**config.mk**
```make
export PLATFORM = sky130hd
export DESIGN_NAME = bus_arbiter
export DESIGN_NICKNAME = d
export VERILOG_FILES = /design/src/hw/bus_pkg.sv /design/src/hw/bus_arbiter.sv
export SDC_FILE = /design/constraint.sdc
export NUM_CORES = 1
export LEC_CHECK = 0
export BUFFER_PORTS_ARGS = -buffer_cell sky130_fd_sc_hd__clkbuf_2
export CAP_MARGIN = 0
export CORE_AREA = 2 2 159 161
export CTS_CLUSTER_DIAMETER = 60
export CTS_CLUSTER_SIZE = 40
export DETAILED_ROUTE_END_ITERATION = 6
export DIE_AREA = 0 0 161 163
export PLACE_DENSITY = 0.44
export SETUP_SLACK_MARGIN = 0.3
export SLEW_MARGIN = 10
export SYNTH_ARGS = -nofsm -noshare
export SYNTH_HDL_FRONTEND = slang
export SYNTH_SLANG_ARGS = --single-unit
```
**constraint.sdc**
```tcl
create_clock -name CLK -period 1.6 [get_ports CLK]
set_clock_uncertainty 0.1 [all_clocks]
set_input_delay 0.08 -clock CLK [delete_from_list [all_inputs] [get_ports CLK]]
set_output_delay 0.08 -clock CLK [all_outputs]
set_load 0.01 [all_outputs]
```
**src/hw/bus_pkg.sv**
```systemverilog
//**************************************************************************
// Read-only AXI-lite style bus shared by the fetch unit, the data port and
// the memory. Ready signals travel as separate wires against each struct.
// rresp is always OKAY and no write channels exist on this bus.
//**************************************************************************

package bus_pkg;

	localparam int addr_w = 64; // byte address width of the read bus.
	localparam int data_w = 64; // one bus beat carries one 64-bit word.

	// address channel, driven by a master toward the memory.
	typedef struct packed {
		logic [addr_w-1:0] araddr;
		logic [2:0]        arprot;
		logic              arvalid;
	} ar_req_t;

	// read data channel, driven by the memory back to a master.
	typedef struct packed {
		logic [data_w-1:0] rdata;
		logic [1:0]        rresp;
		logic              rvalid;
	} r_resp_t;

endpackage

```
**src/hw/bus_arbiter.sv**
```systemverilog
//**************************************************************************
// Round-robin arbiter for two read masters with one read in flight. The
// grant is combinational while idle; the bus stays busy from the address
// transfer until the data transfer, and responses go only to their owner.
//**************************************************************************

`timescale 1ns/1ps

module bus_arbiter
	import bus_pkg::*;
(
	input  logic    CLK,
	input  logic    arst_n,
	input  ar_req_t if_ar,
	output logic    if_arready,
	output r_resp_t if_r,
	input  logic    if_rready,
	input  ar_req_t dp_ar,
	output logic    dp_arready,
	output r_resp_t dp_r,
	input  logic    dp_rready,
	output ar_req_t mem_ar,
	input  logic    mem_arready,
	input  r_resp_t mem_r,
	output logic    mem_rready
);

	logic busy;
	logic owner_dp;
	logic last_dp;
	logic grant_dp;
	logic ar_xfer;
	logic r_xfer;

	// the data port wins when alone or when fetch was granted last.
	assign grant_dp = dp_ar.arvalid & (~if_ar.arvalid | ~last_dp);
	assign ar_xfer  = mem_ar.arvalid & mem_arready;
	assign r_xfer   = mem_r.rvalid & mem_rready;

	always_comb begin
		mem_ar         = grant_dp ? dp_ar : if_ar;
		mem_ar.arvalid = ~busy & (if_ar.arvalid | dp_ar.arvalid);
	end

	assign if_arready = ~busy & ~grant_dp & mem_arready; // the loser sees back-pressure.
	assign dp_arready = ~busy & grant_dp & mem_arready;

	always_comb begin
		if_r        = mem_r;
		dp_r        = mem_r;
		if_r.rvalid = mem_r.rvalid & busy & ~owner_dp;
		dp_r.rvalid = mem_r.rvalid & busy & owner_dp;
	end

	assign mem_rready = busy & (owner_dp ? dp_rready : if_rready);

	always_ff @(posedge CLK or negedge arst_n) begin
		if (!arst_n) begin
			busy     <= 1'b0;
			owner_dp <= 1'b0;
			last_dp  <= 1'b0;
		end else if (ar_xfer) begin
			busy     <= 1'b1;
			owner_dp <= grant_dp;
			last_dp  <= grant_dp; // priority rotates after every grant.
		end else if (r_xfer) begin
			busy <= 1'b0;
		end
	end

endmodule

```
==> impl_metrics.csv <==
group,metric,value,unit
route,ant_nets,0,
cts,ctsRootBufferMaster,"sky130_fd_sc_hd__clkbuf_16",
cts,clock_path_buffers,2,
sta,finalMaxSlewViolations,0,
yosys,yosys_warnings,0,
final_layout,insertedDiodeCount,0,
cts,clock_tree.htree_level_count,1,
final_layout,fin_util,12.4,%
sta,fmaxAchievable,559,MHz
power_and_ir_drop,vdd_ir_drop_max,0.256,mV
power_and_ir_drop,total_leakage_power,1.59,nW
setup_path,worst_ep_arrival_time,1.61,ns
status,run_status,"complete, but fails checks",
floorplanning,die_w,161,microns
yosys,yosysUniqueCellTypes,16,
placement,place.detailed.instances,632,
yosys,ys_seq_area_share,2.54,%
final_layout,final_cell_count_no_fill,646,
yosys,syn-num-nets,433,
sta,setup_ws,-0.188,ns
sta,post_route_worst_hold_slack,0.0600,ns
flow_run,drv.max_cap_violation_count,0,
yosys,post-synth-top-area-fraction,52.1,%
sta,rsz0062_at_grt,"true",
global_route,grt_pass1_wl,10100,microns
setup_path,cp-start-kind,"register",
route,avgViaCountPerCell,2.80,
sta,timing.final.crit_period,1.79,ns
floorplanning,die_y,163,microns
final_layout,flow.area_growth_from_synthesis,55.2,%
cts,cts_tree,"yes",
setup_path,critical_path_peak_fanout,6,
cts,clkLatencyLatePin,0.22,ns
sta,layout_worst_path_cycle_share,112,%
status,failed_checks,"negative setup slack",
sta,final_hold_viol_count,0,
setup_path,crit_type,"reg -> out",
floorplanning,placeable_core_region,24700,sq um
setup_path,worst_ep_required_time,1.42,ns
yosys,syn_avg_cell_area,8.77,sq um
floorplanning,floorplan.die_area,26200,sq um
final_layout,multiInputGateArea,1010,sq um
sta,worst_slew_pin_slew,0.176,ns
power_and_ir_drop,power,2.19,mW
floorplanning,placement_rows,58,
floorplanning,starting_utilization_of_the_core_area,8.00,%
placement,gpl.final_weighted_congestion,0.726,
sta,maxSlewHeadroom,88.0,%
route,drt_iter0_drc,54,
global_route,largest_net_degree_at_the_start_of_global_routing,24,
global_route,grt_pass1_vias,1755,
global_route,antenna_found_initial,3,
sta,timing.setup.tns,-10.64,ns
floorplanning,io_pins,413,
setup_path,critical_path.endpoint_type,"primary output",
route,wire_per_inst,13.8,microns
power_and_ir_drop,p_per_area,715,nW/um^2
min_path,hp-class,"in -> out",
route,drt-pass1-iter-count,4,
route,totalWireLength,8920,microns
yosys,post_syn_area,1970,sq um
final_layout,fillerInstances,2853,
yosys,ys_ff_latch,2,
route,drt_drc_violations_left,0,
global_route,globalRouteOverflowTotal,0,
route,vias,1810,
final_layout,nets,526,
cts,worst_setup_hold_path_clk_slew,0.03,ns
placement,hpwlAfterDp,6770,microns
yosys,synth.top_cells.by_area,"sky130_fd_sc_hd__buf_4 (52%), sky130_fd_sc_hd__mux2_2 (34%), sky130_fd_sc_hd__mux2_1 (4.6%)",
placement,portBuffers,214,
cts,numCtsBuffers,3,
cts,clock_sink_count,2,
yosys,netlist_instances,225,
final_layout,ff_latch_area,50.0,sq um
yosys,yosys.area.top_type,"sky130_fd_sc_hd__buf_4",
final_layout,drive_gt1_share,94.6,%
setup_path,regToRegSetupSlack,0.36,ns
sta,setup_viol_count_final,67,
global_route,globalRouteTotalUtil,5.20,%
[Yosys cell counts]
cell and number:
sky130_fd_sc_hd__buf_4 137, sky130_fd_sc_hd__mux2_2 59, sky130_fd_sc_hd__mux2_1 8, sky130_fd_sc_hd__nor2_1 4, sky130_fd_sc_hd__and3b_1 2, sky130_fd_sc_hd__buf_6 2
sky130_fd_sc_hd__dfrtp_1 2, sky130_fd_sc_hd__nand2_1 2, sky130_fd_sc_hd__o22a_1 2, sky130_fd_sc_hd__a21boi_4 1, sky130_fd_sc_hd__and3_1 1, sky130_fd_sc_hd__buf_2 1
sky130_fd_sc_hd__mux2i_1 1, sky130_fd_sc_hd__nand2b_1 1, sky130_fd_sc_hd__nor2b_1 1, sky130_fd_sc_hd__o21a_1 1
[final timing paths]
check,depth (start not counted),from,endpoint
worst max-delay path,5,last_dp,mem_ar[30]
worst min-delay path,0,mem_r[32],dp_r[32]
worst max register to register,4,last_dp,busy
worst min register to register,1,busy,busy
max in group asynchronous,2,arst_n,last_dp
min in group asynchronous,2,arst_n,busy
[cell families after synthesis]
family	after synthesis	share of synthesized area, %
flip-flops	2	2.54
multiplexers	68	38.7
buffers and inverters	140	53.5
AND/OR/NAND/NOR	11	2.98
AO/OA/AOI/OAI	4	2.22
[critical path, cell delays in order (launching register included)]
cell                       delay, ns
sky130_fd_sc_hd__dfrtp_1        0.39
sky130_fd_sc_hd__a21boi_4       0.19
sky130_fd_sc_hd__buf_12         0.17
sky130_fd_sc_hd__buf_12         0.14
sky130_fd_sc_hd__mux2_2         0.33
sky130_fd_sc_hd__clkbuf_2       0.16
[routing by layer]
layer	global-route usage [%]	routed length, microns	vias up
met2	8.97	4390	174
li1	-	-	795
met1	4.92	3030	788
met5	0	27	-
met3	2.80	1120	49
met4	3.00	362	4
[timing repair]
item / 4_1_cts / 5_1_grt
buffers inserted: 3 / 0
gates cloned: 1 / 6
hold buffers: 1 / 0
endpoints found under the setup margin: 70 / 70
resized for setup: 3 / 102
pin swaps: 1 / 1
endpoints found under the hold margin: 2 / 0
[where the power goes]
group | internal, mW | leakage, nW | switching [mW] | total, mW
Sequential | 0.0731 | 0.0220 | 0.0279 | 0.101
Combinational | 1.02 | 1.53 | 0.687 | 1.71
Clock | 0.318 | 0.0370 | 0.0589 | 0.377
Total | 1.42 | 1.59 | 0.774 | 2.19
[state kept, by name, indices dropped and copies added (netlist names)]
signal,count
busy,1
last_dp,1
[through the flow]
step	area [sq um]	setup slack, ns
5_1_grt	3060	-0.267
3_5_place_dp	2470	-0.0140
3_3_place_gp	2470	0.00932
2_1_floorplan	2010	0.140
4_1_cts	2610	-0.228
6_report	3060	-0.188
[final cells by class]
type	instances	share of cell area, %
Clock buffer	3	2.45
Multi-Input combinational cell	83	33.0
Sequential cell	2	1.63
Tap cell	330	13.5
Timing Repair Buffer	228	49.5
[placed cells by master, fill, tap and decap left out, types with 3 or more instances in the layout]
cell type,count
sky130_fd_sc_hd__clkbuf_2,183
sky130_fd_sc_hd__mux2_4,37
sky130_fd_sc_hd__buf_6,31
sky130_fd_sc_hd__mux2_2,30
sky130_fd_sc_hd__clkbuf_16,8
sky130_fd_sc_hd__nor2_1,4
sky130_fd_sc_hd__buf_4,3
sky130_fd_sc_hd__buf_12,3
Note: power is estimated with default switching activity, not from simulation.
