`config.mk`:
```
export PLATFORM = sky130hd
export DESIGN_NAME = ifetch
export DESIGN_NICKNAME = d
export VERILOG_FILES = /design/src/hw/bus_pkg.sv /design/src/hw/core_pkg.sv /design/src/hw/ifetch.sv
export SDC_FILE = /design/constraint.sdc
export NUM_CORES = 1
export LEC_CHECK = 0
export BUFFER_PORTS_ARGS = -buffer_cell sky130_fd_sc_hd__buf_2
export CAP_MARGIN = 0
export CELL_PAD_IN_SITES_DETAIL_PLACEMENT = 1
export CELL_PAD_IN_SITES_GLOBAL_PLACEMENT = 1
export CORE_AREA = 2 2 144 160
export DETAILED_ROUTE_END_ITERATION = 12
export DIE_AREA = 0 0 146 162
export PLACE_DENSITY = 0.72
export REMOVE_ABC_BUFFERS = 1
export SETUP_SLACK_MARGIN = 0.3
export SKIP_CTS_REPAIR_TIMING = 1
export SLEW_MARGIN = 20
export SYNTH_ARGS = -nofsm -noshare
export SYNTH_HDL_FRONTEND = slang
export SYNTH_SLANG_ARGS = --single-unit
export TNS_END_PERCENT = 10
```
`constraint.sdc`:
```
create_clock -name CLK -period 5.1 [get_ports CLK]
set_input_delay 0.765 -clock CLK [delete_from_list [all_inputs] [get_ports CLK]]
set_output_delay 0.765 -clock CLK [all_outputs]
set_load 0.01 [all_outputs]
```
`src/hw/bus_pkg.sv`:
```
//**************************************************************************
// Read-only AXI-lite style bus shared by the fetch unit, the data port and
// the memory. Ready signals travel as separate wires against each struct.
// rresp is always OKAY and no write channels exist on this bus.
//**************************************************************************

package bus_pkg;

	localparam int addr_w = 64; // byte address width of the read bus.
	localparam int data_w = 64; // one bus beat carries one 64-bit word.

	// address channel, driven by a master toward the memory.
	typedef struct packed {
		logic [addr_w-1:0] araddr;
		logic [2:0]        arprot;
		logic              arvalid;
	} ar_req_t;

	// read data channel, driven by the memory back to a master.
	typedef struct packed {
		logic [data_w-1:0] rdata;
		logic [1:0]        rresp;
		logic              rvalid;
	} r_resp_t;

endpackage

```
`src/hw/core_pkg.sv`:
```
//**************************************************************************
// Core-side types for the fetch front end. Fetch words are 64 bits and the
// PC is carried unaligned, so a misaligned redirect target is kept as is.
//**************************************************************************

package core_pkg;

	typedef logic [63:0] pc_t;
	typedef logic [63:0] instr_t;

	localparam pc_t reset_vector = 64'h8000_0000; // first fetch after reset.

	// one slot of the instruction queue.
	typedef struct packed {
		pc_t    pc;
		instr_t instr;
	} fetch_entry_t;

endpackage

```
`src/hw/ifetch.sv`:
```
//**************************************************************************
// Fetch unit with a single read in flight. A new read is issued at boot or
// when the queue takes the previous entry, so a full queue stalls fetching.
// A response that a flush made stale is drained and never presented.
//**************************************************************************

`timescale 1ns/1ps

module ifetch
	import bus_pkg::*;
	import core_pkg::*;
(
	input  logic         CLK,
	input  logic         arst_n,
	input  logic         flush,
	input  pc_t          fetch_addr,
	output logic         fetch_ready,
	output ar_req_t      ar,
	input  logic         arready,
	input  r_resp_t      r,
	output logic         rready,
	output fetch_entry_t iq_entry,
	output logic         iq_valid,
	input  logic         iq_ready
);

	localparam logic [2:0] arprot_instr = 3'b100; // bit 2 marks an instruction access.

	logic              boot;
	logic              pending;
	logic              invalid_outstanding;
	logic              arvalid_q;
	logic              rready_q;
	logic              iq_valid_q;
	logic [addr_w-1:0] araddr_q;
	pc_t               pending_pc;
	fetch_entry_t      entry_q;

	logic fetch_go;
	logic ar_xfer;
	logic r_xfer;
	logic rready_set;
	logic stale_set;
	logic stale_done;
	logic boot_set;
	logic boot_rst;

	assign ar_xfer    = arvalid_q & arready;
	assign r_xfer     = r.rvalid & rready_q;
	assign rready_set = r.rvalid & ~rready_q; // gives a one-cycle rready pulse.
	assign fetch_go   = (boot | (iq_valid_q & iq_ready)) & ~flush;

	// a flush that meets the data transfer has nothing left to drain.
	assign stale_set  = pending & flush & ~r_xfer;
	assign stale_done = invalid_outstanding & r_xfer;
	assign boot_set   = (flush & (~pending | r_xfer)) | stale_done;
	assign boot_rst   = fetch_go & ~boot_set;

	always_ff @(posedge CLK or negedge arst_n) begin
		if (!arst_n) begin
			boot                <= 1'b1;
			pending             <= 1'b0;
			invalid_outstanding <= 1'b0;
			arvalid_q           <= 1'b0;
			rready_q            <= 1'b0;
			iq_valid_q          <= 1'b0;
		end else begin
			if (boot_set) begin
				boot <= 1'b1;
			end else if (boot_rst) begin
				boot <= 1'b0;
			end
			if (fetch_go) begin
				pending <= 1'b1;
			end else if (r_xfer) begin
				pending <= 1'b0;
			end
			if (stale_set) begin
				invalid_outstanding <= 1'b1;
			end else if (stale_done) begin
				invalid_outstanding <= 1'b0;
			end
			if (fetch_go) begin
				arvalid_q <= 1'b1;
			end else if (ar_xfer) begin
				arvalid_q <= 1'b0;
			end
			rready_q <= rready_set;
			if (r_xfer & ~invalid_outstanding & ~flush) begin
				iq_valid_q <= 1'b1;
			end else if (iq_ready | flush) begin
				iq_valid_q <= 1'b0;
			end
		end
	end

	always_ff @(posedge CLK) begin
		if (fetch_go) begin
			araddr_q   <= fetch_addr & ~64'h7; // the bus only sees whole words.
			pending_pc <= fetch_addr;
		end
		if (r_xfer) begin
			entry_q.pc    <= pending_pc;
			entry_q.instr <= r.rdata;
		end
	end

	assign fetch_ready = fetch_go;
	assign ar          = '{araddr: araddr_q, arprot: arprot_instr, arvalid: arvalid_q};
	assign rready      = rready_q;
	assign iq_entry    = entry_q;
	assign iq_valid    = iq_valid_q;

endmodule

```
==> Implementation_results.wiki <==
{| class="wikitable"
! Metric !! Value
|-
| Final layout net count || 704
|-
| Floorplan core area || ~22000 µm²
|-
| Required time of the worst setup path || 4.34 ns
|-
| Skew-Pair Late Insertion Delay || 0.42 ns
|-
| Post-Route Skew || slightly above 0.009 ns
|-
| Maximum number of pins on one net before global-route repair || between 50 and 60
|-
| Row count || 57
|-
| Clock tree from TritonCTS || built
|-
| Kind of cell adding the most delay to the critical path || simple AND/OR/NAND/NOR gates
|-
| Setup Crit Path Kind || register to output pin
|-
| HPWL after detailed placement || 11.7 mm
|-
| Residual antenna-violating net count after detailed routing || 0
|-
| Maximum fanout along the worst path || 34
|-
| Headroom to the max-slew limit || 0.345
|-
| Synth cell types || 15
|-
| Overall routing resource usage || 0.128
|-
| Leak Pwr || 3.51 nW
|-
| Final Hold Viols || 0
|-
| TritonCTS Buffers || 17
|-
| Count of yosys warnings during synthesis || 0
|-
| Crit path buf inv count || 1
|-
| Hold WC Path Type || primary input to asynchronous set/reset pin
|-
| Post-layout instance count excluding filler cells || about 880
|-
| Data arrival time of the worst path || around 2.1 ns
|-
| Timing-limited maximum frequency || roughly 0.35 GHz
|-
| Flops & latches, synth || 198
|-
| Number of placed instances with taps included || 844
|-
| Average wire length per cell after detail routing || 17.5 µm
|-
| Minimum period implied by the final worst setup slack || 2.88 ns
|-
| Crit start category || register
|-
| Number of antenna violations at the first check in global routing || 3
|-
| Number of clock sinks || 198
|-
| Layout cell share with drive strength beyond 1 || 0.628
|-
| Total wirelength of the detailed-routed design || 15.4 mm
|-
| Fraction of synthesized cell area in xor and xnor cells || 0
|-
| Sequential fraction of the synthesis area || 0.907
|-
| Number of search-and-repair iterations in the first detailed-routing pass || 4
|-
| Via-to-Cell Ratio || 3.94
|-
| Reg2reg path depth || 3
|-
| DR DRC count || 0
|-
| Maximum level of the CTS H-tree || 4
|-
| Vias in the first global route || roughly 3800
|-
| Sum of overflow across all layers after global routing || 0
|-
| Placement-stage worst setup slack || 2.24 ns
|-
| Horiz. Die Dim || 146 µm
|-
| Initial standard-cell utilization of the core || 0.297
|-
| Netlist area before placement || 6530 µm²
|-
| Crit-path max cell delay || 0.77 ns
|-
| Total power divided by cell area || 407 nW/µm²
|-
| Count of mapped cells out of synthesis || 284
|-
| Count of buffers inserted at the top-level ports || 326
|-
| Least-Margin Pin Slew || 0.980 ns
|-
| Count of pins on the block boundary || 335
|-
| Cell breakdown of the critical path || a21oi_1 -> nor2_4 -> buf_2
|-
| Final worst-path cycle share || 0.564
|-
| Final critical-path setup slack || 2.22 ns
|-
| Post-synthesis compound-gate area fraction || 0.00729
|-
| Final setup violating endpoints || 0
|-
| Element type at the critical path end || output pin
|-
| Number of buffers on the longest clock path || 2
|-
| Die height || 162 µm
|-
| Run status || finished clean
|-
| Starting DRC count in detailed routing || 220
|-
| Combinational family with the most area after synthesis || buffers and inverters
|-
| Reg-to-reg setup timing slack || 2.75 ns
|-
| Cell type of the slowest stage on the worst timing path || nor2_4
|-
| Commonest cells after routing, fill and taps aside || buf_2, edfxtp_1, clkbuf_16
|-
| Critical R2R Capture || pending_pc[42]
|-
| Reg2reg start || boot
|-
| Maximum Capacitance Violations || 0
|-
| Adder-cell share of the synthesized area || 0
|-
| First-pass GRT wire length || 22.6 mm
|-
| Setup repair after global routing missed its margin || no
|-
| CTS clock-pin slew for the worst setup and hold paths || around 0.07 ns
|-
| Multiplexer share of the synthesized area || 0
|-
| Fraction of the mapped netlist area in simple logic gates || 0.00498
|-
| Area growth from synthesis to layout || 33.1%
|-
| Peak supply drop || 0.202 mV
|-
| Floorplan die area || 23700 µm²
|-
| Total number of vias || 3461
|-
| Cell at the root of the clock tree || clkbuf_16
|-
| Average size of a mapped cell || 23.0 µm²
|-
| Final number of max-transition violations || 0
|-
| Final GP Congestion || 0.854
|-
| Most common library cell in the layout ignoring fill and taps || buf_2
|-
| TNS Setup || 0 ns
|}
==> power breakdown <==
| part | leakage [nW] | switching (W) | internal, W |
|---|---|---|---|
| logic | 1.36 | 0.000140 | 0.0000903 |
| clock network | 0.300 | 0.000630 | 0.000750 |
| registers | 1.85 | 0.0000346 | 0.00189 |
| total | 3.51 | 0.000804 | 0.00273 |
==> worst max-delay path by stage <==
stage                        start     endpoint  slack, ns  depth (start not counted)
final                         boot  fetch_ready       2.22                          3
after global routing          boot  fetch_ready       2.06                          3
after CTS                     boot  fetch_ready       2.14                          3
after detailed placement  iq_ready  fetch_ready       2.24                          4
after global placement    iq_ready  fetch_ready       2.32                          4
after floorplan           iq_ready  fetch_ready       0.68                          2
==> Yosys cell counts <==
cell type,n,area [µm²]
o2bb2ai_1,1,8.76
nor2_1,1,3.75
edfxtp_1,192,5770
o22ai_1,1,6.26
inv_1,3,11.3
nand3b_1,1,7.51
dfstp_2,1,26.3
dfrtp_1,5,125
conb_1,2,7.51
nand2b_1,1,6.26
buf_4,68,510
a21oi_1,4,20.0
a31oi_1,2,12.5
nand2_2,1,6.26
and2b_2,1,8.76
==> worst reg2reg max path, delay by kind of cell, from the launching register on <==
family	cells	cell delay, ns
simple gates	1	0.77
compound gates	1	0.09
buf+inv	1	0.57
flops	1	0.54
==> stage by stage <==
stage               utilization  hold WS [ns]  power, W  cell area, µm²
finish                    0.395         0.149   0.00354            8690
global route              0.395         0.122   0.00367            8680
CTS                       0.395         0.128   0.00359            8680
detailed placement        0.367         0.407   0.00220            8060
global placement          0.367         0.402   0.00219            8060
floorplan                     -         0.400   0.00205            6030
==> layer usage <==
layer | vias up | share of wire | global-route usage
met4 | 2 | 0.014 | 0.0415
li1 | 1569 | - | -
met5 | - | 0.00084 | 0
met2 | 202 | 0.53 | 0.226
met3 | 15 | 0.11 | 0.0621
met1 | 1673 | 0.35 | 0.133
==> kinds of logic (layout without fill, tap and decap cells) <==
| group | Yosys count | in the layout |
|---|---|---|
| and+or+nand+nor | 5 | 5 |
| buffers and inverters | 71 | 364 |
| DFF | 198 | 198 |
| other | 2 | 9 |
| AOI/OAI and AO/OA | 8 | 8 |
==> registers in the layout, summed over array words and instances (netlist names) <==
name,cells
iq_entry,128
boot,1
iq_valid,1
rready,1
pending_pc,64
pending,1
invalid_outstanding,1
arvalid_q,1
==> final cells by class <==
| cell class | instances | area, µm² |
|---|---|---|
| Timing Repair Buffer | 329 | 1650 |
| Tap cell | 295 | 369 |
| Antenna cell | 3 | 7.51 |
| Clock buffer | 18 | 429 |
| Sequential cell | 198 | 5920 |
| Multi-Input combinational cell | 19 | 110 |
| Clock inverter | 14 | 185 |
| Fill cell | 2304 | 13300 |
| Inverter | 3 | 13.8 |
No activity file was read; power rests on OpenSTA's default activity.
