**config.mk**
```make
export PLATFORM = sky130hd
export DESIGN_NAME = pc_gen
export DESIGN_NICKNAME = d
export VERILOG_FILES = /design/src/hw/core_pkg.sv /design/src/hw/pc_gen.sv
export SDC_FILE = /design/constraint.sdc
export NUM_CORES = 1
export LEC_CHECK = 0
export BUFFER_PORTS_ARGS = -buffer_cell sky130_fd_sc_hd__buf_4
export CORE_MARGIN = 2
export CORE_UTILIZATION = 45
export DETAILED_ROUTE_END_ITERATION = 6
export PLACE_DENSITY = 0.75
export SLEW_MARGIN = 20
export SYNTH_ARGS = -nofsm -noshare
export SYNTH_HDL_FRONTEND = slang
export SYNTH_SLANG_ARGS = --single-unit
```
**constraint.sdc**
```tcl
create_clock -name CLK -period 4.7 [get_ports CLK]
set_input_delay 0.94 -clock CLK [delete_from_list [all_inputs] [get_ports CLK]]
set_output_delay 0.94 -clock CLK [all_outputs]
set_load 0.005 [all_outputs]
```
**src/hw/core_pkg.sv**
```systemverilog
//**************************************************************************
// Core-side types for the fetch front end. Fetch words are 64 bits and the
// PC is carried unaligned, so a misaligned redirect target is kept as is.
//**************************************************************************

package core_pkg;

	typedef logic [63:0] pc_t;
	typedef logic [63:0] instr_t;

	localparam pc_t reset_vector = 64'h8000_0000; // first fetch after reset.

	// one slot of the instruction queue.
	typedef struct packed {
		pc_t    pc;
		instr_t instr;
	} fetch_entry_t;

endpackage

```
**src/hw/pc_gen.sv**
```systemverilog
//**************************************************************************
// Next fetch PC. Steps by one 8-byte word per taken address and loads the
// redirect target on flush. No alignment is forced on the target.
//**************************************************************************

`timescale 1ns/1ps

module pc_gen
	import core_pkg::*;
(
	input  logic CLK,
	input  logic arst_n,
	input  logic flush,
	input  pc_t  redirect_pc,
	input  logic fetch_ready,
	output pc_t  fetch_addr
);

	pc_t next_pc;

	always_ff @(posedge CLK or negedge arst_n) begin
		if (!arst_n) begin
			next_pc <= reset_vector;
		end else if (flush) begin
			next_pc <= redirect_pc; // a flush wins over a fetch in the same cycle.
		end else if (fetch_ready) begin
			next_pc <= next_pc + pc_t'(8); // the fetch unit took this address.
		end
	end

	assign fetch_addr = next_pc;

endmodule

```
==> results of run 1 <==
==> cell usage after synthesis <==
library cell and n:
nand2_1 64, dfrtp_1 63, o21ai_0 45, nand4_1 38, xor2_1 28, nor2_1 27
nand3_1 26, clkbuf_1 17, nor3_1 17, nor4_1 12, nor2b_1 10, a31oi_1 9
and3_1 9, a221o_1 8, or3_1 8, xnor2_1 8, and2_1 5, inv_1 5
mux2i_1 4, mux2_2 3, nand2b_1 3, nor4_2 3, a22oi_1 2, nand4_4 2
o211ai_1 2, o31a_1 2, or2_2 2, a21oi_1 1, a311oi_1 1, and4_1 1
and4_2 1, buf_2 1, dfstp_2 1, ha_1 1, nand3b_1 1, nand4_2 1
nor4_4 1, o21a_1 1, o31a_2 1, o31ai_1 1, or4_1 1
==> power by group <==
group	switching, mW	internal, mW
clock	0.215	0.324
combinational	0.116	0.154
sequential	0.0829	0.603
==> per-stage QoR <==
step                cell area, um2  power [mW]  utilization (%)  std cells
finish                        5090        1.49             62.2        672
global route                  5090        1.56             62.2        672
CTS                           5080        1.51             62.1        672
detailed placement            4860       0.966             59.4        657
global placement              4860       0.958             59.4        657
floorplan                     3790       0.790                -        436
==> cell families (layout without fill, tap and decap cells) <==
group	after synthesis	in the layout	synth area share, %
and+or+nand+nor	232	232	33.0
muxes	7	7	1.95
adders and majority gates	1	1	0.330
AOI/OAI and AO/OA	73	73	11.8
xor gates and xnor gates	36	36	8.32
DFF	64	64	42.3
buffers and inverters	23	154	2.31
==> cell type report <==
cell class / instances / area (um2)
Fill cell: 723 / 3090
Clock inverter: 3 / 65.1
Inverter: 5 / 18.8
Sequential cell: 64 / 1600
Clock buffer: 12 / 155
Tap cell: 105 / 131
Multi-Input combinational cell: 349 / 2110
Timing Repair Buffer: 134 / 1010
==> worst max-delay path, cell delays in order <==
cell and delay, ns:
buf_4 0.12, nand3_1 0.20, nor4_4 0.51, nand4_1 0.53
or3_1 0.51, a31oi_1 0.16
==> routing by layer <==
metal	routed length, um	part of all wire (%)	track usage, %
met3	817	7.4	3.45
met5	0	0	0
met1	4830	44	33.4
met4	147	1.3	10.4
met2	5250	48	38.5
==> worst max path at each step <==
stage                startpoint              to  slack (ns)  cells after the start
global placement    fetch_ready  fetch_addr[54]        1.78                      5
global route        fetch_ready  fetch_addr[47]        1.83                      6
CTS                 fetch_ready  fetch_addr[54]        1.99                      5
floorplan           fetch_ready  fetch_addr[54]        2.27                      4
finish              fetch_ready  fetch_addr[47]        2.00                      6
detailed placement  fetch_ready  fetch_addr[45]        1.66                      6
==> impl_metrics.tcl, run 1 <==
set metrics [dict create \
    cts.reportedPaths.clkPinSlew_ns 0.07 \
    worst_ep_arrival_time_ns 2.98 \
    worst_slack_ns 2.00 \
    first_iter_violations 294 \
    die_h_um 95.8 \
    r2r_cells 6 \
    start_util_pct 46.3 \
    grt_pass1_vias 3545 \
    synth_top_area_share_pct 41.6 \
    clkSinkCount 64 \
    setup_viol 0 \
    antenna_left 0 \
    crit_path_end_kind "flip-flop" \
    grt.total_usage_pct 24.3 \
    reg2reg_from "fetch_addr[3]" \
    overflow 0 \
    coreArea_mm2 0.00818 \
    cts_resized 0 \
    fp.dieW_um 95.8 \
    hold_path_end "fetch_addr[0]" \
    syn-cell-area_mm2 0.00379 \
    cp_data_required_time_ns 4.97 \
    drive_above_1_share_pct 28.7 \
    dp_hpwl_mm 7.85 \
    r2r_slack_ns 2.08 \
    clock_path_buffers 2 \
    num_rows 33 \
    syn2layout_area_growth_pct 34.2 \
    hold_class "flip-flop to flip-flop" \
    wl_per_cell_um 16.4 \
    grt_max_degree 66 \
    hold_ws_ns 0.509 \
    routabilityCongestion 0.856 \
    grt_pass1_wl_mm 17.2 \
    io_pins 132 \
    worst_clock_skew_ns 0.0101 \
    worstHoldPathCells 1 \
    remaining_drc_errors 0 \
    reg2reg_to "fetch_addr[47]" \
    port_buffers 131 \
    pre_cts_ws_ns 1.66 \
    cts_setup_buffers 0 \
    postSynthNetCount 505 \
    dieArea_mm2 0.00917 \
    syn_inst 436 \
    period_needed_ns 2.70 \
    drv_slew 0 \
    timing.slew.headroom_pct 32.2 \
    htreeDepth 3 \
    p_leak_nw 2.16 \
    yosysSeqAreaShare_pct 42.3 \
    hold_violations 0 \
    routed-via-count 3961 \
    status "finished, final reports clean" \
    nNetsFinal 632 \
    yosys.area.top_type "dfrtp_1" \
    vias_per_cell 5.89 \
    max_cap_violations 0 \
    postCtsHoldBufs 0 \
    cts_buffers 9 \
    ys_types 41 \
    cts_tree "done" \
    cp-start-kind "input port" \
    setup_tns_ns 0 \
    min_from "fetch_addr[0]" \
    worst-setup-path-type "input port to flip-flop" \
    yosys_warnings 0 \
    clk_latency_ns 0.35 \
    drt_wl_total_mm 11.0 \
    cp_max_fo 11 \
    max_freq_ghz 0.370 \
    largest_reg_flops 64 \
    final_common_cell "buf_4" \
    yosys_register_bits 64 \
    antenna_found_initial 0 \
    dr.pass1.iters 6 \
    layout_common_cells "134 x buf_4, 64 x nand2_1, 63 x dfrtp_1" \
    yosys-top-cells-area "dfrtp_1 42%, xor2_1 6.5%, nand2_1 6.3%, nand4_1 6.3%, o21ai_0 5.9%" \
    root_buffer "clkbuf_8" \
    peakVddDrop_uv 198 \
    antennaDiodeCount 0 \
    worst_slew_pin_slew_ns 1.01 \
    p_per_area_mw_per_mm2 294 \
    rsz0062_at_grt "false" \
    finalCritPeriodShare_pct 57.5 \
    avgSynthCellArea_um2 8.69 \
]
Power figures use the tool's default switching activity.
==> inputs of run 2 (changes only) <==
--- a/config.mk
+++ b/config.mk
@@ -5,11 +5,12 @@
 export SDC_FILE = /design/constraint.sdc
 export NUM_CORES = 1
 export LEC_CHECK = 0
+export ABC_AREA = 1
 export BUFFER_PORTS_ARGS = -buffer_cell sky130_fd_sc_hd__buf_4
 export CORE_MARGIN = 2
 export CORE_UTILIZATION = 45
 export DETAILED_ROUTE_END_ITERATION = 6
-export PLACE_DENSITY = 0.75
+export PLACE_DENSITY = 0.72
 export SLEW_MARGIN = 20
 export SYNTH_ARGS = -nofsm -noshare
 export SYNTH_HDL_FRONTEND = slang
==> constraint.sdc (replaced) <==
create_clock -name CLK -period 2.5 [get_ports CLK]
set_input_delay 0.5 -clock CLK [delete_from_list [all_inputs] [get_ports CLK]]
set_output_delay 0.5 -clock CLK [all_outputs]
set_load 0.005 [all_outputs]
==> impl_metrics.tcl, run 2 <==
set metrics [dict create \
    max_freq_ghz 0.532 \
    first_iter_violations 451 \
    max_cap_violations 0 \
    hold_ws_ns 0.262 \
    synthXorXnorAreaFrac_pct 4.66 \
    syn_inst 688 \
    cts_buffers 9 \
    overflow 0 \
    peakVddDrop_uv 366 \
    clkSinkCount 64 \
    clock_path_buffers 2 \
    status "finished, final reports clean" \
    syn-cell-area_mm2 0.00470 \
    avgSynthCellArea_um2 6.83 \
    wl_per_cell_um 17.7 \
    routabilityCongestion 0.954 \
    worstPathCellList "ha_1, nand2_2, nor2_4, nand3_2, nor2_1, nand3_1, nand3_1, nand2_1" \
    finalCritPeriodShare_pct 75.2 \
    io_pins 132 \
    dieArea_mm2 0.0113 \
    yosys_warnings 0 \
    ys.flop_type "dfrtp_1" \
    fin_area_mm2 0.00600 \
    start_util_pct 45.9 \
    grt_max_degree 65 \
    cp_max_fo 4 \
    fp.dieW_um 106 \
    yosysSeqAreaShare_pct 34.1 \
    dr.pass1.iters 5 \
    synth_edf_count 0 \
    cp_data_required_time_ns 2.75 \
    yosys-top-cells-area "dfrtp_1 34%, nand2_1 17%, nor2_1 8.1%, a22oi_1 8.0%, nand3_1 6.0%" \
    worst_clock_skew_ns 0.0117 \
    largest_reg_flops 64 \
    hold_class "input port to asynchronous set/reset pin" \
    drive_above_1_share_pct 23.7 \
    worst_ep_arrival_time_ns 2.12 \
    final_common_cell "nand2_1" \
    drv_slew 0 \
    syn2layout_area_growth_pct 27.6 \
    netlist_top_cells_count "209 x nand2_1, 102 x nor2_1, 63 x dfrtp_1, 61 x inv_1, 56 x nand3_1" \
    postCtsHoldBufs 0 \
    routed-via-count 5161 \
    root_buffer "clkbuf_8" \
    die_h_um 106 \
    synth.most_common_cell "nand2_1" \
    worst_slew_pin_slew_ns 0.871 \
    dp_hpwl_mm 13.1 \
    pre_cts_ws_ns 0.550 \
    synth_top_area_share_pct 33.6 \
    cp_top_family "simple AND/OR/NAND/NOR gates" \
    cts_resized 0 \
    cp-start-kind "flip-flop" \
    grt_pass1_wl_mm 27.1 \
    p_leak_nw 2.84 \
    cts_setup_buffers 0 \
    drt_wl_total_mm 17.0 \
    vias_per_cell 5.39 \
    num_rows 37 \
    antenna_found_initial 0 \
    period_needed_ns 1.88 \
    postPlaceCellArea_mm2 0.00583 \
    layout_common_cells "209 x nand2_1, 137 x buf_4, 100 x nor2_1" \
    port_buffers 131 \
    postSynth.asyncResetShare_pct 100 \
    worst-setup-path-type "flip-flop to flip-flop" \
    cts_tree "done" \
    yosys_register_bits 64 \
    timing.slew.headroom_pct 41.9 \
    slowest_stage "nor2_1" \
    nNetsFinal 886 \
    hold_violations 0 \
    fillers 1003 \
    synthMuxAreaShare_pct 0.719 \
    clk_latency_ns 0.36 \
    ys_types 32 \
    dp.cells 942 \
    final_cells 958 \
    coreArea_mm2 0.0102 \
    grt.total_usage_pct 31.5 \
    crit_path_end_kind "flip-flop" \
    grt_pass1_vias 5024 \
    remaining_drc_errors 0 \
    yosys.area_share.simple_pct 39.2 \
    cpPeakStageDelay_ns 0.42 \
    worst_slack_ns 0.620 \
    antennaDiodeCount 0 \
    p_per_area_mw_per_mm2 466 \
    cpMostUsedCell "nand3_1" \
    antenna_left 0 \
    setup_tns_ns 0 \
    setup_viol 0 \
    cts.reportedPaths.clkPinSlew_ns 0.08 \
    synthAdderAreaFrac_pct 0.266 \
    htreeDepth 3 \
    postSynthNetCount 757 \
    rsz0062_at_grt "false" \
    synth_compound_gate_area_share_pct 14.4 \
    synth_top_family_by_area "simple AND/OR/NAND/NOR gates" \
    yosys.area.top_type "dfrtp_1" \
    critPathBufInv 0 \
]
## run 2: cell types whose count changed in the layout (fill, tap and decap cells not counted), sizes merged, moves of 9 or more
cell    previous run  this run
nand4             41        11
nor2              27       118
a22oi              2        50
nor3              17         2
a31oi              9         0
xor2              28        13
nor2b             10         0
nor4              16         0
nand2             64       224
inv                5        63
and3               9         0
o21bai             0        13
o21ai             45        25
nand3             26        59
## run 2: path summary, 6_finish.rpt
| kind | from | end | slack, ns | cells after the start |
|---|---|---|---|---|
| worst min-delay path | arst_n | fetch_addr[5] | 0.26 | 1 |
| max in group asynchronous | arst_n | fetch_addr[39] | 1.68 | 1 |
| worst max-delay path | fetch_addr[4] | fetch_addr[45] | 0.62 | 8 |
| worst max register to register | fetch_addr[4] | fetch_addr[45] | 0.62 | 8 |
| min in group CLK | redirect_pc[33] | fetch_addr[33] | 0.36 | 3 |
| worst min register to register | fetch_addr[2] | fetch_addr[2] | 0.51 | 1 |
## run 2: worst register-to-register path, cell delays in order (launching register included)
cell	delay, ns
dfrtp_1	0.40
ha_1	0.20
nand2_2	0.10
nor2_4	0.17
nand3_2	0.17
nor2_1	0.42
nand3_1	0.14
nand3_1	0.11
nand2_1	0.05
## run 2: through the flow
step	util, %	total power [mW]
floorplan	-	1.61
CTS	58.6	2.82
finish	58.6	2.80
global placement	57.0	1.99
detailed placement	57.0	2.00
global route	58.6	2.95
## run 2: cells by family (layout without fill, tap and decap cells)
| family | Yosys count | after routing |
|---|---|---|
| buf+inv | 82 | 216 |
| xor+xnor | 25 | 25 |
| flops | 64 | 64 |
| simple gates | 415 | 415 |
| mux | 3 | 3 |
| fa+ha+maj | 1 | 1 |
| compound gates | 98 | 98 |
## run 2: power breakdown
part / switching (mW) / leakage, nW / internal, mW
sequential: 0.181 / 0.778 / 1.14
clock: 0.424 / 0.0834 / 0.385
combinational: 0.323 / 1.98 / 0.341
## run 2: routing by layer
metal,routed length [um],up-vias,track usage (%)
met3,1010,32,3.99
li1,-,2516,-
met2,7750,182,48.1
met5,0,-,0
met1,7680,2431,44.9
met4,555,0,13.2
## run 2: cell type report
type / instances / area (um2) / area share (%)
clock inverter: 3 / 17.5 / 0.292
inverter: 63 / 236 / 3.94
sequential: 64 / 1600 / 26.7
tap: 136 / 170 / 2.84
multi-input combinational: 542 / 2790 / 46.6
clock buffer: 13 / 149 / 2.48
timing repair buffer: 137 / 1030 / 17.2
==> inputs of run 3 (changes only) <==
--- a/config.mk
+++ b/config.mk
@@ -5,12 +5,12 @@
 export SDC_FILE = /design/constraint.sdc
 export NUM_CORES = 1
 export LEC_CHECK = 0
-export ABC_AREA = 1
+export ABC_AREA = 0
 export BUFFER_PORTS_ARGS = -buffer_cell sky130_fd_sc_hd__buf_4
 export CORE_MARGIN = 2
 export CORE_UTILIZATION = 45
 export DETAILED_ROUTE_END_ITERATION = 6
-export PLACE_DENSITY = 0.72
+export PLACE_DENSITY = 0.75
 export SLEW_MARGIN = 20
 export SYNTH_ARGS = -nofsm -noshare
 export SYNTH_HDL_FRONTEND = slang
==> constraint.sdc (replaced) <==
create_clock -name CLK -period 1.75 [get_ports CLK]
set_input_delay 0.35 -clock CLK [delete_from_list [all_inputs] [get_ports CLK]]
set_output_delay 0.35 -clock CLK [all_outputs]
set_load 0.005 [all_outputs]
==> impl_metrics.tcl, run 3 (synthesis results as in run 1) <==
set metrics [dict create \
    worstPathCellList "nand2_1, nor4_4, buf_4, nand4_1, buf_6, or3_1, a31oi_1" \
    cp_data_required_time_ns 2.01 \
    fillers 534 \
    p_leak_nw 2.88 \
    setup_viol 48 \
    nNetsFinal 760 \
    routed-via-count 4779 \
    worst_slew_pin_slew_ns 0.425 \
    p_per_area_mw_per_mm2 659 \
    dp.cells 757 \
    overflow 0 \
    grt_pass1_vias 4420 \
    remaining_drc_errors 0 \
    largest_reg_flops 64 \
    start_util_pct 46.3 \
    vias_per_cell 5.97 \
    antenna_left 0 \
    antenna_found_initial 0 \
    finalCritPeriodShare_pct 116 \
    routabilityCongestion 0.937 \
    htreeDepth 3 \
    die_h_um 95.8 \
    grt_max_degree 50 \
    final_common_cell "buf_4" \
    root_buffer "clkbuf_8" \
    io_pins 132 \
    post-route-util_pct 77.4 \
    coreArea_mm2 0.00818 \
    crit_path_end_kind "flip-flop" \
    clk_latency_ns 0.36 \
    p_total_mw 4.17 \
    cp-start-kind "flip-flop" \
    timing.slew.headroom_pct 71.4 \
    hold_violations 0 \
    slowest_stage "dfrtp_1" \
    port_buffers 131 \
    layout_common_cells "238 x buf_4, 62 x nand2_1, 62 x dfrtp_1" \
    dieArea_mm2 0.00917 \
    fp.dieW_um 95.8 \
    num_rows 33 \
    worst-setup-path-type "flip-flop to flip-flop" \
    status "finished with violations" \
    max_cap_violations 0 \
    rsz0062_at_grt "true" \
    wl_per_cell_um 18.6 \
    final_cells 801 \
    clkSinkCount 64 \
    cts_tree "done" \
    hold_class "input port to flip-flop" \
    worst_clock_skew_ns 0.0123 \
    violations "setup timing" \
    drive_above_1_share_pct 45.3 \
    cts.reportedPaths.clkPinSlew_ns 0.07 \
    postPlaceCellArea_mm2 0.00565 \
    worst_ep_arrival_time_ns 2.28 \
    drv_slew 0 \
    drt_wl_total_mm 14.9 \
    pre_cts_ws_ns -0.204 \
    dr.pass1.iters 6 \
    max_freq_ghz 0.494 \
    dp_hpwl_mm 9.50 \
    cts_buffers 9 \
    worst_slack_ns -0.275 \
    cpPeakStageDelay_ns 0.37 \
    antennaDiodeCount 0 \
    peakVddDrop_uv 420 \
    first_iter_violations 454 \
    fin_area_mm2 0.00633 \
    syn2layout_area_growth_pct 67.0 \
    cp_max_fo 9 \
    clock_path_buffers 2 \
    period_needed_ns 2.02 \
    grt.total_usage_pct 29.8 \
    grt_pass1_wl_mm 20.9 \
]
run 3: layout make-up:
class / instances / area (um2) / area share [%]
inverters: 5 / 18.8 / 0.297
clock buffers: 12 / 135 / 2.14
clock inverters: 4 / 47.5 / 0.752
well taps: 105 / 131 / 2.08
multi-input cells: 349 / 2310 / 36.6
flip-flops and latches: 64 / 1600 / 25.4
repair buffers: 262 / 2080 / 32.8
run 3: metal layers:
metal	share of wire (%)	global-route usage [%]	wire length, um	up-vias
met1	38	36.6	5610	2294
li1	-	-	-	2119
met2	49	51.2	7290	281
met4	4.7	11.0	707	0
met3	8.9	6.89	1320	85
met5	0	0	0	-
run 3: stage by stage:
stage / hold WS [ns] / TNS [ns]
3_5_place_dp: 0.275 / -2.00
2_1_floorplan: 0.0544 / -3.67
6_report: 0.198 / -5.13
3_3_place_gp: 0.270 / -1.07
4_1_cts: 0.192 / -1.30
5_1_grt: 0.200 / -8.92
run 3: worst paths after layout:
path | start | endpoint | slack [ns] | cells after the start
max | fetch_addr[18] | fetch_addr[43] | -0.27 | 7
min | redirect_pc[44] | fetch_addr[44] | 0.20 | 3
max reg2reg | fetch_addr[18] | fetch_addr[43] | -0.27 | 7
min reg2reg | fetch_addr[0] | fetch_addr[0] | 0.51 | 1
max in group asynchronous | arst_n | fetch_addr[46] | 0.78 | 3
min in group asynchronous | arst_n | fetch_addr[24] | 0.44 | 2
run 3: critical path, delay by kind of cell, from the launching register on:
family	cells	cell delay, ns
AOI/OAI and AO/OA	1	0.22
buffers and inverters	2	0.38
and+or+nand+nor	4	0.96
DFF	1	0.37
run 3: timing repair:
item,4_1_cts,5_1_grt
pin swaps,14,28
hold buffers,1,0
gates cloned,0,1
setup endpoints to repair,33,49
setup buffers,21,6
resized for setup,20,59
hold endpoints to repair,22,0
run 3: power breakdown:
part           total, mW  internal, mW  switching [mW]
sequential          1.76          1.62           0.137
clock               1.26         0.655           0.610
combinational       1.15         0.623           0.525
