### src/hw/core_pkg.sv
//**************************************************************************
// Core-side types for the fetch front end. Fetch words are 64 bits and the
// PC is carried unaligned, so a misaligned redirect target is kept as is.
//**************************************************************************

package core_pkg;

	typedef logic [63:0] pc_t;
	typedef logic [63:0] instr_t;

	localparam pc_t reset_vector = 64'h8000_0000; // first fetch after reset.

	// one slot of the instruction queue.
	typedef struct packed {
		pc_t    pc;
		instr_t instr;
	} fetch_entry_t;

endpackage

### src/hw/instr_queue.sv
//**************************************************************************
// Circular FIFO of fetched entries. Flush empties it at the same edge and
// drops any entry offered in that cycle.
//**************************************************************************

`timescale 1ns/1ps

module instr_queue
	import core_pkg::*;
#(
	parameter int iq_depth = 4
) (
	input  logic         CLK,
	input  logic         arst_n,
	input  logic         flush,
	input  fetch_entry_t iq_entry,
	input  logic         iq_valid,
	output logic         iq_ready,
	output fetch_entry_t out_entry,
	output logic         out_valid,
	input  logic         out_ready
);

	localparam int ptr_w = (iq_depth > 1) ? $clog2(iq_depth) : 1;
	localparam int cnt_w = $clog2(iq_depth + 1);

	fetch_entry_t     slots [iq_depth];
	logic [ptr_w-1:0] wr_ptr;
	logic [ptr_w-1:0] rd_ptr;
	logic [cnt_w-1:0] count;
	logic             push;
	logic             pop;

	function automatic logic [ptr_w-1:0] ptr_next(input logic [ptr_w-1:0] p);
		return (p == ptr_w'(iq_depth - 1)) ? '0 : p + 1'b1; // depth need not be a power of two.
	endfunction

	assign iq_ready  = (count != cnt_w'(iq_depth));
	assign out_valid = (count != '0);
	assign out_entry = slots[rd_ptr];
	assign push      = iq_valid & iq_ready;
	assign pop       = out_valid & out_ready;

	always_ff @(posedge CLK or negedge arst_n) begin
		if (!arst_n) begin
			wr_ptr <= '0;
			rd_ptr <= '0;
			count  <= '0;
		end else if (flush) begin
			wr_ptr <= '0;
			rd_ptr <= '0;
			count  <= '0;
		end else begin
			if (push) begin
				wr_ptr <= ptr_next(wr_ptr);
			end
			if (pop) begin
				rd_ptr <= ptr_next(rd_ptr);
			end
			count <= count + cnt_w'(push) - cnt_w'(pop);
		end
	end

	always_ff @(posedge CLK) begin
		if (push) begin
			slots[wr_ptr] <= iq_entry;
		end
	end

endmodule

### config.mk
export PLATFORM = sky130hd
export DESIGN_NAME = instr_queue
export DESIGN_NICKNAME = d
export VERILOG_FILES = /design/src/hw/core_pkg.sv /design/src/hw/instr_queue.sv
export SDC_FILE = /design/constraint.sdc
export NUM_CORES = 1
export LEC_CHECK = 0
export BUFFER_PORTS_ARGS = -buffer_cell sky130_fd_sc_hd__buf_4
export CAP_MARGIN = 20
export CORE_AREA = 8 8 195 197
export DETAILED_ROUTE_END_ITERATION = 7
export DIE_AREA = 0 0 203 205
export GPL_TIMING_DRIVEN = 0
export PLACE_DENSITY = 0.76
export SLEW_MARGIN = 20
export SYNTH_ARGS = -nofsm -noshare
export SYNTH_HDL_FRONTEND = slang
export SYNTH_SLANG_ARGS = --single-unit
### constraint.sdc
create_clock -name CLK -period 5.4 [get_ports CLK]
set_input_delay 1.08 -clock CLK [delete_from_list [all_inputs] [get_ports CLK]]
set_output_delay 1.08 -clock CLK [all_outputs]
set_load 0.005 [all_outputs]
==> results.ini, run 1 <==
[global_route]
grt_start_max_net_pins=47
grt_overflow_total=0
grtUsageTotal=0.180
antenna_found_initial=1
grt_pass1_wl_um=56600
grt_pass1_vias=9123

[die]
coreArea_um2=35000
io_pins=263
start_util=0.542
die_w_um=203
die_area_um2=41600
row_count=69
die_y_um=205

[synth]
synth.cell_area_um2=18900
synth_edf_count=512
synthArstFlopShare=0.0135
syn_inst=715
avgSynthCellArea_um2=26.5
yosysMostFrequentCell=edfxtp_1
synth_area_leaders=edfxtp_1 (81%), mux4_2 (15%), dfrtp_1 (0.92%)
syn_nets=856
yosys_warnings=0
synth_common_cells=edfxtp_1 (512), mux4_2 (128), buf_2 (14)
synth_seq_cells=519
yosysSeqAreaShare=0.821
ys.flop_type=edfxtp_1
synthDominantCellAreaShare=0.812
netlist-cell-type-count=25
yosysTopAreaCell=edfxtp_1

[cts]
ctsResizeCount=0
path_clk_slew_ns=0.06
clock_latency_ns=0.56
cts_buffers=50
cts_setup_buffers=0
cts_tree=done
clockRootBuffer=clkbuf_16
cts-htree-levels=2
cts.sinks=519
postCtsHoldBufs=0
cts_max_path_buffers=3

[drt]
wl_per_cell_um=24.8
vias=8628
wl_um=38100
drt_first_pass_iters=5
dr.first_iter.drc_count=513
drc=0
ant_nets=0
viasPerCell=5.61

[final_layout]
areaGrowthSynthToFinish_pct=23.3
regArea_um2=15500
final_cell_area_um2=23300
antenna_cells=0
multiInputGateArea_um2=3170
fin_util=0.668
drive_gt1_frac=0.466
fin_nets=1181
n_fill_cell=2177
layoutNonFillerInstCount=1537

[placement]
numPortBuffers=261
dp_slack_ns=2.24
hpwl_um=23900
gp_congestion=0.696
dp_cells=1449
place_area_um2=21800

[sta]
slew_headroom=0.373
finalCritPeriodShare=0.695
tightest_slew_ns=0.941
hold_viol=0
finalSetupTns_ns=0
holdWs_ns=0.330
rsz0062_at_grt=false
clock.fmax_mhz=267
drv_slew=0
finalClockSkew_ns=0.0104
post-route-worst-setup-slack_ns=1.65
finalCriticalPeriod_ns=3.75
setup_viol=0

[pwr]
pwr_density_cell_nw_per_um2=454
p_total_mw=10.6
p_leak_nw=7.91
vdd_ir_drop_max_mv=0.350

[critical_path]
critPathArrivalTime_ns=2.67
criticalPathCategory=flip-flop to output pin
r2r_setup_slack_ns=3.01
regToRegStartpoint=count[1]
critPathRequiredTime_ns=4.32
end_kind=output pin
start_kind=flip-flop
reg2reg_depth=10
rr_endpoint=count[2]
cp_max_fo=10

[job]
cap_viol_max_count=0

[min_path]
hp-class=input port to async pin

[run_status]
status=complete, no violations

==> how the worst max path moves through the flow <==
stage	start	to	slack (ns)	cells after the start
5_1_grt	rd_ptr[1]	out_entry[35]	1.57	4
6_report	rd_ptr[1]	out_entry[35]	1.65	4
2_1_floorplan	iq_valid	slots[3][0]	0.82	1
3_3_place_gp	iq_valid	slots[2][71]	-1.62	2
4_1_cts	rd_ptr[1]	out_entry[35]	1.62	4
3_5_place_dp	rd_ptr[1]	out_entry[35]	2.24	4
==> cell type report <==
class,count,share of cell area
Sequential cell,519,0.666
Clock inverter,26,0.0109
Inverter,5,0.000804
Timing Repair Buffer,273,0.0958
Buffer,31,0.00965
Multi-Input combinational cell,160,0.136
Clock buffer,62,0.0564
Tap cell,461,0.0247
==> worst max-delay path: stages (launching register included) <==
cell and delay (ns):
dfrtp_1 0.40, clkbuf_1 0.73, buf_2 0.46, mux4_2 0.35, buf_4 0.17
==> power breakdown <==
| group | switching (mW) | internal, mW |
|---|---|---|
| combinational | 1.05 | 1.24 |
| clock | 1.39 | 1.96 |
| sequential | 0.0925 | 4.87 |
==> layout by cell type (no fill, tap or decap), drive strengths merged, types with 3 or more instances in the layout <==
master / count
mux4: 128
ha: 7
or3: 3
inv: 7
clkinv: 17
and3: 4
nor2: 3
bufinv: 5
edfxtp: 512
clkbuf: 66
buf: 300
dfrtp: 7
==> flip-flops by register name (all words and copies together), names as in the netlist <==
name,flops
rd_ptr,2
count,3
wr_ptr,2
slots,512
==> cell families (layout without fill, tap and decap cells) <==
kind of cell,Yosys count,after routing,synth area share
AO/OA/AOI/OAI,4,4,0.00159
AND/OR/NAND/NOR,16,16,0.00476
XOR/XNOR,2,2,0.000925
adder cells (fa/ha/maj),8,8,0.00568
buffers and inverters,36,397,0.0129
flip-flops,519,519,0.821
multiplexers,130,130,0.153
==> per-layer routing <==
layer	vias up	track usage	routed length (µm)
met2	283	0.292	19000
met3	56	0.0572	3070
met1	4534	0.237	15400
met5	-	0	16
met4	2	0.0466	657
li1	3753	-	-
Note: power is estimated with default switching activity, not from simulation.
==> inputs of run 2 (changes only) <==
--- a/config.mk
+++ b/config.mk
@@ -7,11 +7,11 @@
 export LEC_CHECK = 0
 export BUFFER_PORTS_ARGS = -buffer_cell sky130_fd_sc_hd__buf_4
 export CAP_MARGIN = 20
-export CORE_AREA = 8 8 195 197
+export CORE_AREA = 8 8 202 204
 export DETAILED_ROUTE_END_ITERATION = 7
-export DIE_AREA = 0 0 203 205
+export DIE_AREA = 0 0 210 212
 export GPL_TIMING_DRIVEN = 0
-export PLACE_DENSITY = 0.76
+export PLACE_DENSITY = 0.74
 export SLEW_MARGIN = 20
 export SYNTH_ARGS = -nofsm -noshare
 export SYNTH_HDL_FRONTEND = slang
==> constraint.sdc (replaced) <==
create_clock -name CLK -period 3.3 [get_ports CLK]
set_input_delay 0.66 -clock CLK [delete_from_list [all_inputs] [get_ports CLK]]
set_output_delay 0.66 -clock CLK [all_outputs]
set_load 0.005 [all_outputs]
==> run 2 against run 1 <==
Final cell count increased by 4.0%. Wire length decreased by 1.4%. Worst hold slack got worse by 0.051 ns. Sequential cell count unchanged. Final area increased by 0.86%. Largest cell class unchanged.
==> results.ini, run 2 (synthesized netlist as in run 1, its figures left out) <==
[run_status]
status=complete, no violations  ; unchanged

[critical_path]
critPathRequiredTime_ns=2.64  ; was 4.32 ns
criticalPathCategory=flip-flop to output pin  ; unchanged
cp_max_fo=10  ; unchanged
critPathArrivalTime_ns=2.30  ; was 2.67 ns
end_kind=output pin  ; unchanged
start_kind=flip-flop  ; unchanged

[global_route]
grt_pass1_vias=9183  ; was 9123
grt_overflow_total=0  ; unchanged
grt_pass1_wl_um=56300  ; was 56600 µm
antenna_found_initial=2  ; was 1
grt_start_max_net_pins=47  ; unchanged
grtUsageTotal=0.169  ; was 0.180

[cts]
cts-htree-levels=2  ; unchanged
cts_setup_buffers=0  ; unchanged
cts_buffers=51  ; was 50
cts.sinks=519  ; unchanged
cts_tree=done  ; unchanged
path_clk_slew_ns=0.06  ; about the same
cts_max_path_buffers=3  ; unchanged
clockRootBuffer=clkbuf_16  ; unchanged
clock_latency_ns=0.57  ; was 0.56 ns

[final_layout]
antenna_cells=0  ; unchanged
regMostFlops=slots  ; unchanged
mostFrequentLayoutCell=edfxtp_1  ; unchanged
final_cell_mix=edfxtp_1 (512), buf_4 (263), mux4_2 (128)  ; unchanged
largest_reg_flops=512  ; unchanged
drive_gt1_frac=0.470  ; was 0.466
fin_nets=1183  ; was 1181
areaGrowthSynthToFinish_pct=24.3  ; was 23.3%
fin_util=0.621  ; was 0.668
reg_top3=slots: 512 flops, count: 3 flops  ; unchanged

[sta]
holdWs_ns=0.279  ; was 0.330 ns
finalClockSkew_ns=0.0121  ; was 0.0104 ns
finalCritPeriodShare=0.897
slew_headroom=0.578  ; was 0.373
setup_viol=0  ; unchanged
post-route-worst-setup-slack_ns=0.341  ; was 1.65 ns
finalCriticalPeriod_ns=2.96
drv_slew=0  ; unchanged
rsz0062_at_grt=false  ; unchanged
tightest_slew_ns=0.632  ; was 0.941 ns
hold_viol=0  ; unchanged
clock.fmax_mhz=338
finalSetupTns_ns=0  ; unchanged

[die]
start_util=0.499  ; was 0.542
die_y_um=212  ; was 205 µm
die_w_um=210  ; was 203 µm
die_area_um2=44500  ; was 41600 µm²
io_pins=263  ; unchanged
row_count=72  ; was 69
coreArea_um2=37900  ; was 35000 µm²

[min_path]
hp-class=input port to flip-flop  ; was input port to async pin

[drt]
wl_per_cell_um=23.5  ; was 24.8 µm
wl_um=37600  ; was 38100 µm
vias=8588  ; was 8628
drt_first_pass_iters=5  ; unchanged
viasPerCell=5.37  ; was 5.61
drc=0  ; unchanged
ant_nets=0  ; unchanged
dr.first_iter.drc_count=533  ; was 513

[pwr]
vdd_ir_drop_max_mv=0.503  ; was 0.350 mV
pwr_density_cell_nw_per_um2=747  ; was 454 nW/µm²
p_leak_nw=7.97  ; was 7.91 nW
p_total_mw=17.6  ; was 10.6 mW

[placement]
gp_congestion=0.693  ; was 0.696
dp_slack_ns=0.493  ; was 2.24 ns
numPortBuffers=261  ; unchanged
hpwl_um=24000  ; was 23900 µm

[job]
cap_viol_max_count=0  ; unchanged

-- run 2: changes by cell type in the layout (fill, tap and decap cells not counted), moves of 2 or more --
cell	before	now
buf_12	7	4
buf_16	5	8
clkbuf_1	14	12
clkbuf_16	51	53
clkinv_4	0	2
-- run 2: stage by stage --
step,instances,cell area [µm²]
3_3_place_gp,1494,21600
5_1_grt,1599,23500
3_5_place_dp,1506,21900
2_1_floorplan,715,18900
6_report,1599,23500
4_1_cts,1599,23500
-- run 2: area by class of cell --
cell class / instances / area [µm²]
Clock buffer: 63 / 1360
Clock inverter: 29 / 304
Fill cell: 2569 / 14400
Timing Repair Buffer: 274 / 2270
Sequential cell: 519 / 15500
Tap cell: 518 / 648
Multi-Input combinational cell: 160 / 3170
Inverter: 5 / 18.8
Buffer: 31 / 226
-- run 2: path summary, 6_finish.rpt --
check	start	end	slack [ns]	cells past startpoint
worst max-delay path	rd_ptr[1]	out_entry[86]	0.34	4
worst min-delay path	iq_entry[1]	slots[2][1]	0.28	1
worst max register to register	count[1]	count[2]	0.88	10
worst min register to register	wr_ptr[0]	wr_ptr[0]	0.60	2
max in group asynchronous	arst_n	wr_ptr[0]	2.71	2
min in group asynchronous	arst_n	rd_ptr[0]	0.46	2
-- run 2: layer usage --
metal / up-vias / part of all wire / track usage
met5: - / 0.00072 / 0
met4: 4 / 0.021 / 0.0535
met3: 58 / 0.083 / 0.0542
met2: 277 / 0.49 / 0.267
met1: 4491 / 0.41 / 0.223
li1: 3758 / - / -
-- run 2: what timing repair did --
action,in CTS,in global routing
setup endpoints to repair,100,0
endpoints found under the hold margin,7,0
hold buffers,1,0
gates resized for setup,1,0
-- run 2: critical path, cell delays in order, from the launching register on --
cell	delay [ns]
dfrtp_1	0.44
clkbuf_2	0.37
buf_2	0.36
mux4_2	0.39
buf_4	0.16
-- run 2: power breakdown --
group	internal (mW)	total [mW]	leakage [nW]	switching, mW
clock	3.40	5.74	0.813	2.34
sequential	7.97	8.11	4.78	0.142
combinational	2.04	3.73	2.38	1.70
==> inputs of run 3 (changes only) <==
==> config.mk (replaced) <==
export PLATFORM = sky130hd
export DESIGN_NAME = instr_queue
export DESIGN_NICKNAME = d
export VERILOG_FILES = /design/src/hw/core_pkg.sv /design/src/hw/instr_queue.sv
export SDC_FILE = /design/constraint.sdc
export NUM_CORES = 1
export LEC_CHECK = 0
export CAP_MARGIN = 20
export CORE_AREA = 8 8 195 197
export DETAILED_ROUTE_END_ITERATION = 7
export DIE_AREA = 0 0 203 205
export DONT_BUFFER_PORTS = 1
export GPL_TIMING_DRIVEN = 0
export PLACE_DENSITY = 0.72
export SLEW_MARGIN = 20
export SYNTH_ARGS = -nofsm -noshare
export SYNTH_HDL_FRONTEND = slang
export SYNTH_SLANG_ARGS = --single-unit
==> constraint.sdc (replaced) <==
create_clock -name CLK -period 3.3 [get_ports CLK]
set_input_delay 0.33 -clock CLK [delete_from_list [all_inputs] [get_ports CLK]]
set_output_delay 0.33 -clock CLK [all_outputs]
set_load 0.005 [all_outputs]
==> run 3 against run 2 <==
Critical endpoint is now out_entry[95]. Die area is 6.5% lower. Count of clock-buffer cells in the layout grew 1. Worst setup slack better by 0.12 ns. Critical path type unchanged. Highest routed layer unchanged.
==> results.ini, run 3 (synthesized netlist as in run 1, its figures left out) <==
[run_status]
status=complete, no violations  ; unchanged

[drt]
drt_first_pass_iters=5  ; unchanged
dr.first_iter.drc_count=545  ; was 533
ant_nets=0  ; unchanged
viasPerCell=5.93  ; was 5.37
wl_um=39000  ; was 37600 µm
wl_per_cell_um=27.7  ; was 23.5 µm
vias=8373  ; was 8588
drc=0  ; unchanged

[final_layout]
largest_reg_flops=512  ; unchanged
mostFrequentLayoutCell=edfxtp_1  ; unchanged
areaGrowthSynthToFinish_pct=20.1  ; was 24.3%
layoutNonFillerInstCount=1411  ; was 1599
drive_gt1_frac=0.256  ; was 0.470
final_cell_mix=edfxtp_1 (512), dlygate4sd3_1 (130), mux4_2 (128)  ; was edfxtp_1 (512), buf_4 (263), mux4_2 (128)
reg_top3=slots: 512 flops, count: 3 flops  ; unchanged
fin_nets=1050  ; was 1183
n_fill_cell=2149  ; was 2569
regMostFlops=slots  ; unchanged

[cts]
cts_max_path_buffers=3  ; unchanged
cts.sinks=519  ; unchanged
clockRootBuffer=clkbuf_16  ; unchanged
clock_latency_ns=0.57  ; about the same
path_clk_slew_ns=0.06  ; about the same
cts-htree-levels=2  ; unchanged
cts_buffers=50  ; was 51
cts_tree=done  ; unchanged

[die]
die_y_um=205  ; was 212 µm
die_w_um=203  ; was 210 µm
row_count=69  ; was 72
die_area_um2=41600  ; was 44500 µm²
start_util=0.542  ; was 0.499
io_pins=263  ; unchanged
coreArea_um2=35000  ; was 37900 µm²

[global_route]
top_usage_layer=met2  ; unchanged
grt_pass1_wl_um=57700  ; was 56300 µm
grt_pass1_vias=8895  ; was 9183
grt_overflow_total=0  ; unchanged
grtUsageTotal=0.188  ; was 0.169
use_met1=0.241  ; was 0.223
grt_start_max_net_pins=40  ; was 47
antenna_found_initial=3  ; was 2
grt_util_met2=0.308  ; was 0.267
grt_util_met3=0.0538  ; was 0.0542

[sta]
rsz0062_at_grt=false  ; unchanged
finalCriticalPeriod_ns=2.84  ; was 2.96 ns
clock.fmax_mhz=352  ; was 338 MHz
slew_headroom=0.427  ; was 0.578
drv_slew=0  ; unchanged
finalCritPeriodShare=0.861  ; was 0.897
tightest_slew_ns=0.860  ; was 0.632 ns
finalClockSkew_ns=0.0159  ; was 0.0121 ns
setup_viol=0  ; unchanged
hold_viol=0  ; unchanged

[placement]
hpwl_um=24400  ; was 24000 µm
numPortBuffers=0  ; was 261
gp_congestion=0.765  ; was 0.693
dp_cells=1188  ; was 1506

[job]
cap_viol_max_count=0  ; unchanged

[critical_path]
critPathArrivalTime_ns=2.51  ; was 2.30 ns
cpPeakStageDelay_ns=0.66  ; was 0.44 ns
critPathRequiredTime_ns=2.97  ; was 2.64 ns
cp_cell_sequence=clkbuf_1, buf_2, mux4_2  ; was clkbuf_2, buf_2, mux4_2, buf_4
reg2reg_depth=10  ; unchanged
criticalPathCategory=flip-flop to output pin  ; unchanged
cp_max_fo=10  ; unchanged
critical-path-slowest-cell=clkbuf_1  ; was dfrtp_1
end_kind=output pin  ; unchanged
start_kind=flip-flop  ; unchanged

[pwr]
pwr_density_cell_nw_per_um2=736  ; was 747 nW/µm²
p_leak_nw=7.22  ; was 7.97 nW
p_total_mw=16.7  ; was 17.6 mW
vdd_ir_drop_max_mv=0.690  ; was 0.503 mV

[min_path]
holdPathStages=3  ; was 1
hp-class=input port to flip-flop  ; unchanged

==> run 3: path summary, 6_finish.rpt <==
check	start	end	slack (ns)
setup / recovery	rd_ptr[1]	out_entry[95]	0.46
max in group asynchronous	arst_n	rd_ptr[1]	2.95
hold / removal	out_ready	rd_ptr[0]	0.06
min in group asynchronous	arst_n	count[2]	0.09
setup reg to reg	count[1]	count[2]	0.82
hold reg to reg	wr_ptr[0]	wr_ptr[0]	0.62
==> run 3: worst max-delay path, delay by kind of cell, from the launching register on <==
family,cells,cell delay (ns)
buffers and inverters,2,1.10
multiplexers,1,0.44
flip-flops,1,0.39
==> run 3: repair_timing <==
action / CTS / global route
endpoints found under the hold margin: 521 / 0
hold buffers: 130 / 0
buffers inserted: 0 / 0
gates resized for setup: 0 / 0
==> run 3: metrics by stage <==
step	utilization	setup slack, ns	hold WS [ns]	cell area (µm²)	TNS [ns]
detailed placement	0.566	0.875	0.0349	19800	0
global route	0.650	0.342	0.0441	22700	0
global placement	0.558	-0.479	0.0350	19500	-231.22
finish	0.651	0.460	0.0575	22700	0
CTS	0.650	0.317	0.00802	22700	0
floorplan	-	0.554	0.0344	18900	0
==> run 3: area by class of cell <==
| cell class | instances | area, µm² | area share |
|---|---|---|---|
| tap | 461 | 577 | 0.0254 |
| antenna | 2 | 5.00 | 0.000220 |
| clock buffer | 64 | 1370 | 0.0601 |
| sequential | 519 | 15500 | 0.684 |
| timing repair buffer | 142 | 1550 | 0.0681 |
| buffer | 31 | 225 | 0.00990 |
| clock inverter | 27 | 285 | 0.0125 |
| inverter | 5 | 18.8 | 0.000825 |
| multi-input combinational | 160 | 3170 | 0.139 |
==> run 3: power by group <==
part           internal, mW  switching [mW]
Sequential             7.97           0.167
Combinational          1.32            1.56
Clock                  3.39            2.33
Total                  12.7            4.05
==> run 3: layer usage <==
metal  vias up  wire (µm)
met5         -         21
met4         4        902
met3        53       3330
met2       385      19400
met1      4441      15400
li1       3490          -
